## src/gb_bus_pkg.sv

```systemverilog
package gb_bus_pkg;

	// ~~~~~~~~~~~~~~~~~~~~~~~~~~~~~~~~~~~~~~~~~~~~~~~~~~~~~~~~~~~~~~~~~~~
	// Address word
	// ~~~~~~~~~~~~~~~~~~~~~~~~~~~~~~~~~~~~~~~~~~~~~~~~~~~~~~~~~~~~~~~~~~~

	typedef struct packed {
		logic [7:0] page;
		logic [7:0] offset;
	} gb_addr_parts_t;

	// Same 16 bits, seen flat or as page and offset
	typedef union packed {
		logic [15:0]    raw;
		gb_addr_parts_t part;
	} gb_addr_t;

	typedef enum logic [1:0] {
		op_rd = 2'd0,
		op_wr = 2'd1
	} bus_op_t;

	// ~~~~~~~~~~~~~~~~~~~~~~~~~~~~~~~~~~~~~~~~~~~~~~~~~~~~~~~~~~~~~~~~~~~
	// Memory map
	// ~~~~~~~~~~~~~~~~~~~~~~~~~~~~~~~~~~~~~~~~~~~~~~~~~~~~~~~~~~~~~~~~~~~

	localparam int          OAM_BYTES    = 160;
	localparam logic [15:0] DMA_REG_ADDR = 16'hFF46;
	localparam logic [15:0] OAM_BASE     = 16'hFE00;
	localparam logic [15:0] OAM_LAST     = 16'hFE9F;

	// Everything from here up stays inside the chip
	localparam logic [15:0] INT_BASE     = 16'hFE00;

	// Start of the RAM chip-select window, which ends at INT_BASE
	localparam logic [15:0] CS_BASE      = 16'hA000;

endpackage

```

## src/ext_bus_if.sv

```systemverilog
`timescale 1ns/1ps

interface ext_bus_if;
	import gb_bus_pkg::*;

	// Request side, held by the master until done
	logic       req;
	bus_op_t    op;
	gb_addr_t   addr;
	logic [7:0] wdata;

	// Response side, rdata valid with done
	logic       done;
	logic [7:0] rdata;

	modport master (
		output req,
		output op,
		output addr,
		output wdata,
		input  done,
		input  rdata
	);

	modport slave (
		input  req,
		input  op,
		input  addr,
		input  wdata,
		output done,
		output rdata
	);

endinterface

```

## src/ext_cpu_busses.sv

```systemverilog
`timescale 1ns/1ps

module ext_cpu_busses #(
	parameter int BUS_CYCLES = 2
) (
	input  logic        clk,
	input  logic        rst,
	ext_bus_if.slave    bus,
	output logic [15:0] ext_a,
	output logic [7:0]  ext_d_out,
	output logic        ext_d_oe,
	input  logic [7:0]  ext_d_in,
	output logic        ext_rd_n,
	output logic        ext_wr_n,
	output logic        ext_cs_n
);
	import gb_bus_pkg::*;

	localparam int CNT_W = (BUS_CYCLES > 2) ? $clog2(BUS_CYCLES) : 1;

	logic             active;
	logic [CNT_W-1:0] cnt;
	logic             done_q;
	logic [7:0]       rdata_q;
	logic             cs_hit;
	logic             start;
	logic             last;

	// RAM select window A000-FDFF, decoded from the page byte only
	assign cs_hit = (bus.addr.part.page >= CS_BASE[15:8]) &&
	                (bus.addr.part.page < INT_BASE[15:8]);

	assign start = bus.req && !active;
	assign last  = active && (cnt == '0);

	// ~~~~~~~~~~~~~~~~~~~~~~~~~~~~~~~~~~~~~~~~~~~~~~~~~~~~~~~~~~~~~~~~~~~
	// Strobe sequencer
	// ~~~~~~~~~~~~~~~~~~~~~~~~~~~~~~~~~~~~~~~~~~~~~~~~~~~~~~~~~~~~~~~~~~~

	always_ff @(posedge clk) begin
		if (rst) begin
			active   <= 1'b0;
			cnt      <= '0;
			done_q   <= 1'b0;
			ext_rd_n <= 1'b1;
			ext_wr_n <= 1'b1;
			ext_cs_n <= 1'b1;
			ext_d_oe <= 1'b0;
		end else begin
			done_q <= 1'b0;
			if (start) begin
				active   <= 1'b1;
				cnt      <= CNT_W'(BUS_CYCLES - 1);
				ext_rd_n <= (bus.op != op_rd);
				ext_wr_n <= (bus.op != op_wr);
				ext_cs_n <= !cs_hit;
				ext_d_oe <= (bus.op == op_wr);
			end else if (last) begin
				// Release all strobes together
				active   <= 1'b0;
				done_q   <= 1'b1;
				ext_rd_n <= 1'b1;
				ext_wr_n <= 1'b1;
				ext_cs_n <= 1'b1;
				ext_d_oe <= 1'b0;
			end else if (active) begin
				cnt <= cnt - 1'b1;
			end
		end
	end

	// ~~~~~~~~~~~~~~~~~~~~~~~~~~~~~~~~~~~~~~~~~~~~~~~~~~~~~~~~~~~~~~~~~~~
	// Address, write data and read capture
	// ~~~~~~~~~~~~~~~~~~~~~~~~~~~~~~~~~~~~~~~~~~~~~~~~~~~~~~~~~~~~~~~~~~~

	always_ff @(posedge clk) begin
		if (start) begin
			ext_a     <= bus.addr.raw;
			ext_d_out <= bus.wdata;
		end
		// Sampled while the read strobe is still low
		if (last && !ext_rd_n) begin
			rdata_q <= ext_d_in;
		end
	end

	assign bus.done  = done_q;
	assign bus.rdata = rdata_q;

endmodule

```

## src/oam_dma.sv

```systemverilog
`timescale 1ns/1ps

module oam_dma (
	input  logic       clk,
	input  logic       rst,
	input  logic       dma_start,
	input  logic [7:0] dma_page,
	output logic       dma_active,
	ext_bus_if.master  bus,
	input  logic       cpu_oam_we,
	input  logic [7:0] cpu_oam_addr,
	input  logic [7:0] cpu_oam_wdata,
	output logic       oam_we,
	output logic [7:0] oam_waddr,
	output logic [7:0] oam_wdata
);
	import gb_bus_pkg::*;

	localparam logic [7:0] LAST_IDX = 8'(OAM_BYTES - 1);

	localparam logic [1:0] S_IDLE = 2'd0;
	localparam logic [1:0] S_WAIT = 2'd1;
	localparam logic [1:0] S_LAST = 2'd2;

	logic [1:0] state;
	logic [7:0] idx;
	logic [7:0] page_q;
	logic       discard;
	logic       req_q;
	gb_addr_t   addr_q;
	logic       busy;
	logic       issue;
	logic [7:0] issue_page;
	logic [7:0] issue_off;
	logic       dma_we;
	logic [7:0] dma_waddr;
	logic [7:0] dma_wdata;

	// A read is still in flight on the bus
	assign busy = (state == S_WAIT) && !bus.done;

	always_comb begin
		issue      = 1'b0;
		issue_page = page_q;
		issue_off  = idx;
		if (dma_start) begin
			issue      = !busy;
			issue_page = dma_page;
			issue_off  = 8'h00;
		end else if ((state == S_WAIT) && bus.done) begin
			if (discard) begin
				issue = 1'b1;
			end else if (idx != LAST_IDX) begin
				issue     = 1'b1;
				issue_off = idx + 8'd1;
			end
		end
	end

	always_ff @(posedge clk) begin
		if (rst) begin
			state   <= S_IDLE;
			idx     <= '0;
			discard <= 1'b0;
			req_q   <= 1'b0;
			dma_we  <= 1'b0;
		end else begin
			req_q  <= issue;
			dma_we <= 1'b0;
			if (dma_start) begin
				// Restart, an old read still pending gets thrown away
				state   <= S_WAIT;
				idx     <= '0;
				discard <= busy;
			end else begin
				case (state)
					S_WAIT: begin
						if (bus.done && discard) begin
							discard <= 1'b0;
						end else if (bus.done) begin
							dma_we <= 1'b1;
							if (idx == LAST_IDX) begin
								state <= S_LAST;
							end else begin
								idx <= idx + 8'd1;
							end
						end
					end
					S_LAST: state <= S_IDLE;
					default: state <= S_IDLE;
				endcase
			end
		end
	end

	always_ff @(posedge clk) begin
		if (dma_start) begin
			page_q <= dma_page;
		end
		if (issue) begin
			addr_q.part.page   <= issue_page;
			addr_q.part.offset <= issue_off;
		end
		if ((state == S_WAIT) && bus.done) begin
			dma_waddr <= idx;
			dma_wdata <= bus.rdata;
		end
	end

	assign dma_active = (state != S_IDLE);

	assign bus.req   = req_q;
	assign bus.op    = op_rd;
	assign bus.addr  = addr_q;
	assign bus.wdata = 8'h00;

	// CPU writes are only let through while no copy runs
	assign oam_we    = dma_we | cpu_oam_we;
	assign oam_waddr = dma_we ? dma_waddr : cpu_oam_addr;
	assign oam_wdata = dma_we ? dma_wdata : cpu_oam_wdata;

endmodule

```

## src/bus_arbiter.sv

```systemverilog
`timescale 1ns/1ps

module bus_arbiter (
	input  logic                 clk,
	input  logic                 rst,
	input  logic                 cpu_rd,
	input  logic                 cpu_wr,
	input  gb_bus_pkg::gb_addr_t cpu_addr,
	input  logic [7:0]           cpu_wdata,
	output logic [7:0]           cpu_rdata,
	output logic                 cpu_done,
	ext_bus_if.slave             dma_bus,
	ext_bus_if.master            pin_bus,
	input  logic                 dma_active,
	output logic                 dma_start,
	output logic [7:0]           dma_page,
	output logic [7:0]           oam_raddr,
	input  logic [7:0]           oam_rdata,
	output logic                 cpu_oam_we,
	output logic [7:0]           cpu_oam_wdata
);
	import gb_bus_pkg::*;

	localparam logic [1:0] C_IDLE = 2'd0;
	localparam logic [1:0] C_INT  = 2'd1;
	localparam logic [1:0] C_WAIT = 2'd2;
	localparam logic [1:0] C_EXT  = 2'd3;

	logic [1:0] c_state;
	logic       cpu_req;
	logic       is_int;
	logic       is_oam;
	logic       is_dreg;
	logic       oam_hit_q;
	logic       cpu_ext_want;
	logic       grant_dma;
	logic       grant_cpu;
	logic       dma_pend;
	logic       p_busy;
	logic       p_dma;
	logic       pin_req_q;
	bus_op_t    pin_op_q;
	gb_addr_t   pin_addr_q;
	logic [7:0] pin_wdata_q;

	// A level still high during cpu_done is the request just finished
	assign cpu_req = (cpu_rd || cpu_wr) && !cpu_done;

	assign is_int  = (cpu_addr.raw >= INT_BASE);
	assign is_oam  = (cpu_addr.raw >= OAM_BASE) && (cpu_addr.raw <= OAM_LAST);
	assign is_dreg = (cpu_addr.raw == DMA_REG_ADDR);

	assign oam_raddr = cpu_addr.part.offset;

	// ~~~~~~~~~~~~~~~~~~~~~~~~~~~~~~~~~~~~~~~~~~~~~~~~~~~~~~~~~~~~~~~~~~~
	// Pin channel grant, DMA first
	// ~~~~~~~~~~~~~~~~~~~~~~~~~~~~~~~~~~~~~~~~~~~~~~~~~~~~~~~~~~~~~~~~~~~

	assign cpu_ext_want = (c_state == C_WAIT) ||
	                      ((c_state == C_IDLE) && cpu_req && !is_int);
	assign grant_dma    = !p_busy && (dma_pend || dma_bus.req);
	assign grant_cpu    = !p_busy && !grant_dma && !dma_active && cpu_ext_want;

	assign dma_bus.done  = pin_bus.done && p_dma;
	assign dma_bus.rdata = pin_bus.rdata;

	assign pin_bus.req   = pin_req_q;
	assign pin_bus.op    = pin_op_q;
	assign pin_bus.addr  = pin_addr_q;
	assign pin_bus.wdata = pin_wdata_q;

	always_ff @(posedge clk) begin
		if (rst) begin
			c_state    <= C_IDLE;
			cpu_done   <= 1'b0;
			dma_start  <= 1'b0;
			cpu_oam_we <= 1'b0;
			dma_pend   <= 1'b0;
			p_busy     <= 1'b0;
			p_dma      <= 1'b0;
			pin_req_q  <= 1'b0;
		end else begin
			cpu_done   <= 1'b0;
			dma_start  <= 1'b0;
			cpu_oam_we <= 1'b0;
			pin_req_q  <= grant_dma || grant_cpu;
			dma_pend   <= (dma_pend || dma_bus.req) && !grant_dma;
			if (grant_dma || grant_cpu) begin
				p_busy <= 1'b1;
				p_dma  <= grant_dma;
			end else if (pin_bus.done) begin
				p_busy <= 1'b0;
			end

			case (c_state)
				C_IDLE: begin
					if (cpu_req && is_int) begin
						c_state    <= C_INT;
						dma_start  <= cpu_wr && is_dreg;
						cpu_oam_we <= cpu_wr && is_oam && !dma_active;
					end else if (cpu_req) begin
						c_state <= grant_cpu ? C_EXT : C_WAIT;
					end
				end
				C_INT: begin
					cpu_done <= 1'b1;
					c_state  <= C_IDLE;
				end
				C_WAIT: begin
					if (grant_cpu) begin
						c_state <= C_EXT;
					end
				end
				default: begin
					if (pin_bus.done && !p_dma) begin
						cpu_done <= 1'b1;
						c_state  <= C_IDLE;
					end
				end
			endcase
		end
	end

	always_ff @(posedge clk) begin
		if (grant_dma) begin
			pin_op_q    <= dma_bus.op;
			pin_addr_q  <= dma_bus.addr;
			pin_wdata_q <= dma_bus.wdata;
		end else if (grant_cpu) begin
			pin_op_q    <= cpu_wr ? op_wr : op_rd;
			pin_addr_q  <= cpu_addr;
			pin_wdata_q <= cpu_wdata;
		end
		if (c_state == C_IDLE) begin
			// OAM is locked out for the CPU while a copy runs
			oam_hit_q     <= is_oam && cpu_rd && !dma_active;
			cpu_oam_wdata <= cpu_wdata;
			if (cpu_req && cpu_wr && is_dreg) begin
				dma_page <= cpu_wdata;
			end
		end
		if (c_state == C_INT) begin
			cpu_rdata <= oam_hit_q ? oam_rdata : 8'hFF;
		end else if ((c_state == C_EXT) && pin_bus.done && !p_dma) begin
			cpu_rdata <= pin_bus.rdata;
		end
	end

endmodule

```

## src/oam_ram.sv

```systemverilog
`timescale 1ns/1ps

module oam_ram (
	input  logic       clk,
	input  logic       we,
	input  logic [7:0] waddr,
	input  logic [7:0] wdata,
	input  logic [7:0] raddr,
	output logic [7:0] rdata
);
	import gb_bus_pkg::*;

	localparam logic [7:0] DEPTH = 8'(OAM_BYTES);

	logic [7:0] mem [OAM_BYTES];
	logic       w_ok;
	logic       r_ok;

	// Index range is 0-255 but only 160 bytes exist
	assign w_ok = (waddr < DEPTH);
	assign r_ok = (raddr < DEPTH);

	always_ff @(posedge clk) begin
		if (we && w_ok) begin
			mem[waddr] <= wdata;
		end
	end

	// Registered read, data shows one cycle after raddr
	always_ff @(posedge clk) begin
		if (r_ok) begin
			rdata <= mem[raddr];
		end else begin
			rdata <= 8'hFF;
		end
	end

endmodule

```

## src/gb_ext_bus_top.sv

```systemverilog
`timescale 1ns/1ps

module gb_ext_bus_top #(
	parameter int BUS_CYCLES = 2
) (
	input  logic        clk,
	input  logic        rst,
	input  logic        cpu_rd,
	input  logic        cpu_wr,
	input  logic [15:0] cpu_addr,
	input  logic [7:0]  cpu_wdata,
	output logic [7:0]  cpu_rdata,
	output logic        cpu_done,
	output logic [15:0] ext_a,
	output logic [7:0]  ext_d_out,
	output logic        ext_d_oe,
	input  logic [7:0]  ext_d_in,
	output logic        ext_rd_n,
	output logic        ext_wr_n,
	output logic        ext_cs_n,
	output logic        dma_active
);

	ext_bus_if dma_bus ();
	ext_bus_if pin_bus ();

	logic       dma_start;
	logic [7:0] dma_page;
	logic       oam_we;
	logic [7:0] oam_waddr;
	logic [7:0] oam_wdata;
	logic [7:0] oam_raddr;
	logic [7:0] oam_rdata;
	logic       cpu_oam_we;
	logic [7:0] cpu_oam_wdata;

	bus_arbiter u_arbiter (
		.clk           (clk),
		.rst           (rst),
		.cpu_rd        (cpu_rd),
		.cpu_wr        (cpu_wr),
		.cpu_addr      (cpu_addr),
		.cpu_wdata     (cpu_wdata),
		.cpu_rdata     (cpu_rdata),
		.cpu_done      (cpu_done),
		.dma_bus       (dma_bus.slave),
		.pin_bus       (pin_bus.master),
		.dma_active    (dma_active),
		.dma_start     (dma_start),
		.dma_page      (dma_page),
		.oam_raddr     (oam_raddr),
		.oam_rdata     (oam_rdata),
		.cpu_oam_we    (cpu_oam_we),
		.cpu_oam_wdata (cpu_oam_wdata)
	);

	ext_cpu_busses #(
		.BUS_CYCLES (BUS_CYCLES)
	) u_pins (
		.clk       (clk),
		.rst       (rst),
		.bus       (pin_bus.slave),
		.ext_a     (ext_a),
		.ext_d_out (ext_d_out),
		.ext_d_oe  (ext_d_oe),
		.ext_d_in  (ext_d_in),
		.ext_rd_n  (ext_rd_n),
		.ext_wr_n  (ext_wr_n),
		.ext_cs_n  (ext_cs_n)
	);

	oam_dma u_dma (
		.clk           (clk),
		.rst           (rst),
		.dma_start     (dma_start),
		.dma_page      (dma_page),
		.dma_active    (dma_active),
		.bus           (dma_bus.master),
		.cpu_oam_we    (cpu_oam_we),
		.cpu_oam_addr  (oam_raddr),
		.cpu_oam_wdata (cpu_oam_wdata),
		.oam_we        (oam_we),
		.oam_waddr     (oam_waddr),
		.oam_wdata     (oam_wdata)
	);

	oam_ram u_oam (
		.clk   (clk),
		.we    (oam_we),
		.waddr (oam_waddr),
		.wdata (oam_wdata),
		.raddr (oam_raddr),
		.rdata (oam_rdata)
	);

endmodule

```

## config.mk

```make
export PLATFORM = sky130hd
export DESIGN_NAME = gb_ext_bus_top
export DESIGN_NICKNAME = d
export VERILOG_FILES = /design/src/gb_bus_pkg.sv /design/src/ext_bus_if.sv /design/src/ext_cpu_busses.sv /design/src/oam_dma.sv /design/src/bus_arbiter.sv /design/src/oam_ram.sv /design/src/gb_ext_bus_top.sv
export SDC_FILE = /design/constraint.sdc
export NUM_CORES = 2
export LEC_CHECK = 0
export BUFFER_PORTS_ARGS = -buffer_cell sky130_fd_sc_hd__buf_2
export CORE_MARGIN = 3
export CORE_UTILIZATION = 50
export CTS_CLUSTER_SIZE = 8
export DETAILED_ROUTE_END_ITERATION = 16
export PLACE_DENSITY = 0.67
export SETUP_SLACK_MARGIN = 0.05
export SLEW_MARGIN = 20
export SYNTH_ARGS = -nofsm -noshare
export SYNTH_HDL_FRONTEND = slang
export SYNTH_SLANG_ARGS = --single-unit
```

## constraint.sdc

```tcl
create_clock -name clk -period 5.9 [get_ports clk]
set_input_delay 1.18 -clock clk [delete_from_list [all_inputs] [get_ports clk]]
set_output_delay 1.18 -clock clk [all_outputs]
set_load 0.02 [all_outputs]
```

==> impl_metrics.json <==
{
  "synth_mux_area_frac": 0.1476,
  "fin_crit_sh": 0.7496,
  "dieArea_um2": 115100,
  "finish.net_count": 3008,
  "ys_async_sr_fraction": 0,
  "cts-buffers-inserted": 198,
  "fin_worst_hold_slack_ns": 0.4117,
  "path_cells": "buf_8 -> buf_4 -> mux4_2 -> a221oi_1 -> o21ai_1 -> a221oi_1 -> a211oi_1",
  "crit_slowest_cell": "a221oi_1",
  "post_drt_wl_per_cell_um": 31.05,
  "post-route-min-period_ns": 4.423,
  "critPathTopFamily": "compound AO/OA/AOI/OAI gates",
  "totalNegativeSetupSlack_ns": 0,
  "setup.worst_path.end_class": "flop",
  "layout-drive-gt1-share": 0.2183,
  "io-pin-count": 74,
  "drt-initial-drc-count": 4104,
  "fmax_mhz": 226.1,
  "drt_pre_antenna_iters": 8,
  "vdd_drop_max_mv": 0.2584,
  "timing.max_cap.violations": 0,
  "synth_top_family_by_area": "multiplexers",
  "yosysTopAreaCell": "edfxtp_1",
  "layout_commonest_cell": "edfxtp_1",
  "final_hold_viol_count": 0,
  "post_cts_hold_buffer_count": 0,
  "cts-htree-levels": 4,
  "routabilityCongestion": 0.8532,
  "crit_top_cell": "a221oi_1",
  "vias": 28740,
  "multiInputGateArea_um2": 12060,
  "final.fill_count": 7983,
  "max-slew-margin-rel": 0.2512,
  "rows": 121,
  "fp.dieW_um": 339.3,
  "static-leakage-power_uw": 0.02025,
  "initial_utilization": 0.5068,
  "drt-total-wl_um": 140400,
  "synth-compound-area-share": 0.03153,
  "maximum_number_of_pins_on_one_net_before_global_route_repair": 96,
  "die-height_um": 339.3,
  "syn-mean-instance-area_um2": 19.95,
  "max_slew.worst_pin.slew_ns": 1.123,
  "worst_clock_skew_ns": 0.03431,
  "synth.distinct_cells": 62,
  "critPathMaxStageDelay_ns": 0.99,
  "synth-seq-area-share": 0.7681,
  "most-common-layout-cells": "edfxtp_1, mux4_2, nor2_1",
  "port-buffer-count": 73,
  "status": "completed",
  "synth_enable_flop_cells": 1385,
  "synth_area_leaders": "edfxtp_1, mux4_2, mux2i_1, dfxtp_1, nor2_1",
  "cellPowerDensity_nw_per_um2": 370.3,
  "setup_repair_after_global_routing_missed_its_margin": "no",
  "seqCellArea_um2": 42670,
  "cts.repair.resized": 0,
  "std_cell_core_area_um2": 109600,
  "worst_skew_pair.late_latency_ns": 0.78,
  "net_count_after_synthesis": 2821,
  "crit_path_start_kind": "primary input",
  "tritoncts": "built",
  "areaGrowthSynthToFinish_pct": 13.43,
  "yosysTopAreaCellShare": 0.7486,
  "route.detailed.vias_per_inst": 6.357,
  "yosys_register_bits": 1439,
  "globalRouteOverflowTotal": 0,
  "antenna_found_initial": 7,
  "hp-class": "reg2reg",
  "cts-root-buf": "clkbuf_16",
  "netlist_area_um2": 55550,
  "critical_path.max_fanout": 72,
  "synth_adder_area_share": 0.0002252,
  "clock_tree.buffer_depth": 3,
  "worstPathArrival_ns": 5.02,
  "yosysWarnings": 0,
  "synth_ff_type": "edfxtp_1",
  "clk_transition_reported_paths_ns": 0.06,
  "tritoncts_num_sinks": 1439,
  "grtUsageTotal": 0.2445,
  "post-dp-hpwl_um": 83830,
  "yosys.area_share.simple": 0.03565,
  "vias_in_the_first_global_route": 29040,
  "worst_ep_required_time_ns": 6.50,
  "setup_violations": 0,
  "drt_drc_violations_left": 0,
  "final-max-slew-violation-count": 0,
  "post_synth_inst_count": 2784,
  "drtAntennaViolNets": 0,
  "timing_worst_setup_path_type": "in2reg",
  "crit_buf_inv": 2,
  "postCtsSetupBuffers": 0,
  "global_route_wire_length_before_repair_um": 204400,
  "synth_xor_xnor_area_share": 0.0004730
}
## report_power, final
group / leakage [µW] / internal, µW / switching, µW
Combinational: 0.00470 / 389 / 1070
Sequential: 0.0129 / 11700 / 66.2
Clock: 0.00264 / 6120 / 4040
## cell families (layout without fill, tap and decap cells)
kind of cell    after synthesis  count (layout)
mux                         477             477
buf+inv                     155             412
simple gates                461             461
other cells                   0               3
xor+xnor                      3               3
compound gates              248             248
fa+ha+maj                     1               1
flops                      1439            1439
## sequential cells by signal (all words and copies together) (netlist names), 2 cells and up
name / count
u_arbiter.dma_page: 8
u_arbiter.cpu_oam_wdata: 8
u_dma.page_q: 8
u_arbiter.c_state: 2
u_oam.mem: 1280
u_dma.dma_waddr: 8
u_pins.ext_d_out: 8
u_oam.rdata: 8
u_dma.state: 2
u_pins.bus.rdata: 8
u_arbiter.cpu_rdata: 8
u_dma.bus.addr: 16
u_dma.dma_wdata: 8
u_pins.ext_a: 16
u_arbiter.pin_bus.wdata: 8
u_dma.idx: 8
u_arbiter.pin_bus.addr: 16
## final timing paths
kind         cells past startpoint                                start                         end  slack (ns)
max                              7                          cpu_addr[0]   u_oam.rdata[4]$_SDFF_PN1_        1.48
min                              0  u_arbiter.pin_bus.addr[8]$_DFFE_PP_   u_pins.ext_a[8]$_DFFE_PP_        0.41
max reg2reg                      6              u_dma.dma_we$_SDFF_PP0_  u_oam.mem[53][1]$_DFFE_PP_        2.10
min reg2reg                      0  u_arbiter.pin_bus.addr[8]$_DFFE_PP_   u_pins.ext_a[8]$_DFFE_PP_        0.41
## worst register-to-register path: stages, from the launching register on
cell and delay [ns]:
dfxtp_1 0.71, buf_4 0.40, nand2_1 0.10, o22ai_1 0.40
nand2_1 0.59, buf_4 0.40, nor2_1 0.80
## Yosys cell counts (3+ instances only)
cell and count:
a2111oi_0 5, a211oi_1 19, a21oi_1 39, a221oi_1 28, a221oi_2 3, a22o_1 6, a22oi_1 51, a31oi_1 4
and2_1 5, buf_1 10, buf_2 33, buf_4 19, buf_6 17, buf_8 5, clkbuf_1 58, dfxtp_1 54
edfxtp_1 1385, inv_1 9, mux2_2 17, mux2i_1 188, mux4_2 272, nand2_1 132, nand2_2 4, nand2b_1 17
nand3_1 32, nand3b_1 3, nand4_1 6, nor2_1 216, nor2b_1 17, nor3_1 11, o211ai_1 17, o21ai_0 40
o21ai_1 3, o221ai_1 6, o22ai_1 15, or2_2 3, or3_1 3
## layer usage
layer  vias up  global-route usage  routed length, µm
li1      11700                   -                  -
met5         -                   0                 13
met4         2             0.09439               5584
met2      1739              0.3790              66550
met3       322             0.05938              14590
met1     14970              0.3389              53630
## through the flow
step	area, µm²	power, µW	worst slack (ns)	util	cells
CTS	62960	23470	1.614	0.5744	4516
floorplan	55550	12730	2.522	-	2784
global placement	57480	13300	0.8166	0.5244	4246
detailed placement	57490	13360	0.7860	0.5245	4246
global route	63010	24020	1.508	0.5748	4517
finish	63020	23340	1.477	0.5749	4520
## final cells by class
class	instances	share of cell area
clock buffers	255	0.08270
repair buffers	132	0.01465
clock inverters	15	0.004110
multi-input cells	1190	0.1913
flip-flops and latches	1439	0.6771
diodes	3	0.0001191
inverters	10	0.0006354
well taps	1476	0.02931
Note: power is estimated with default switching activity, not from simulation.
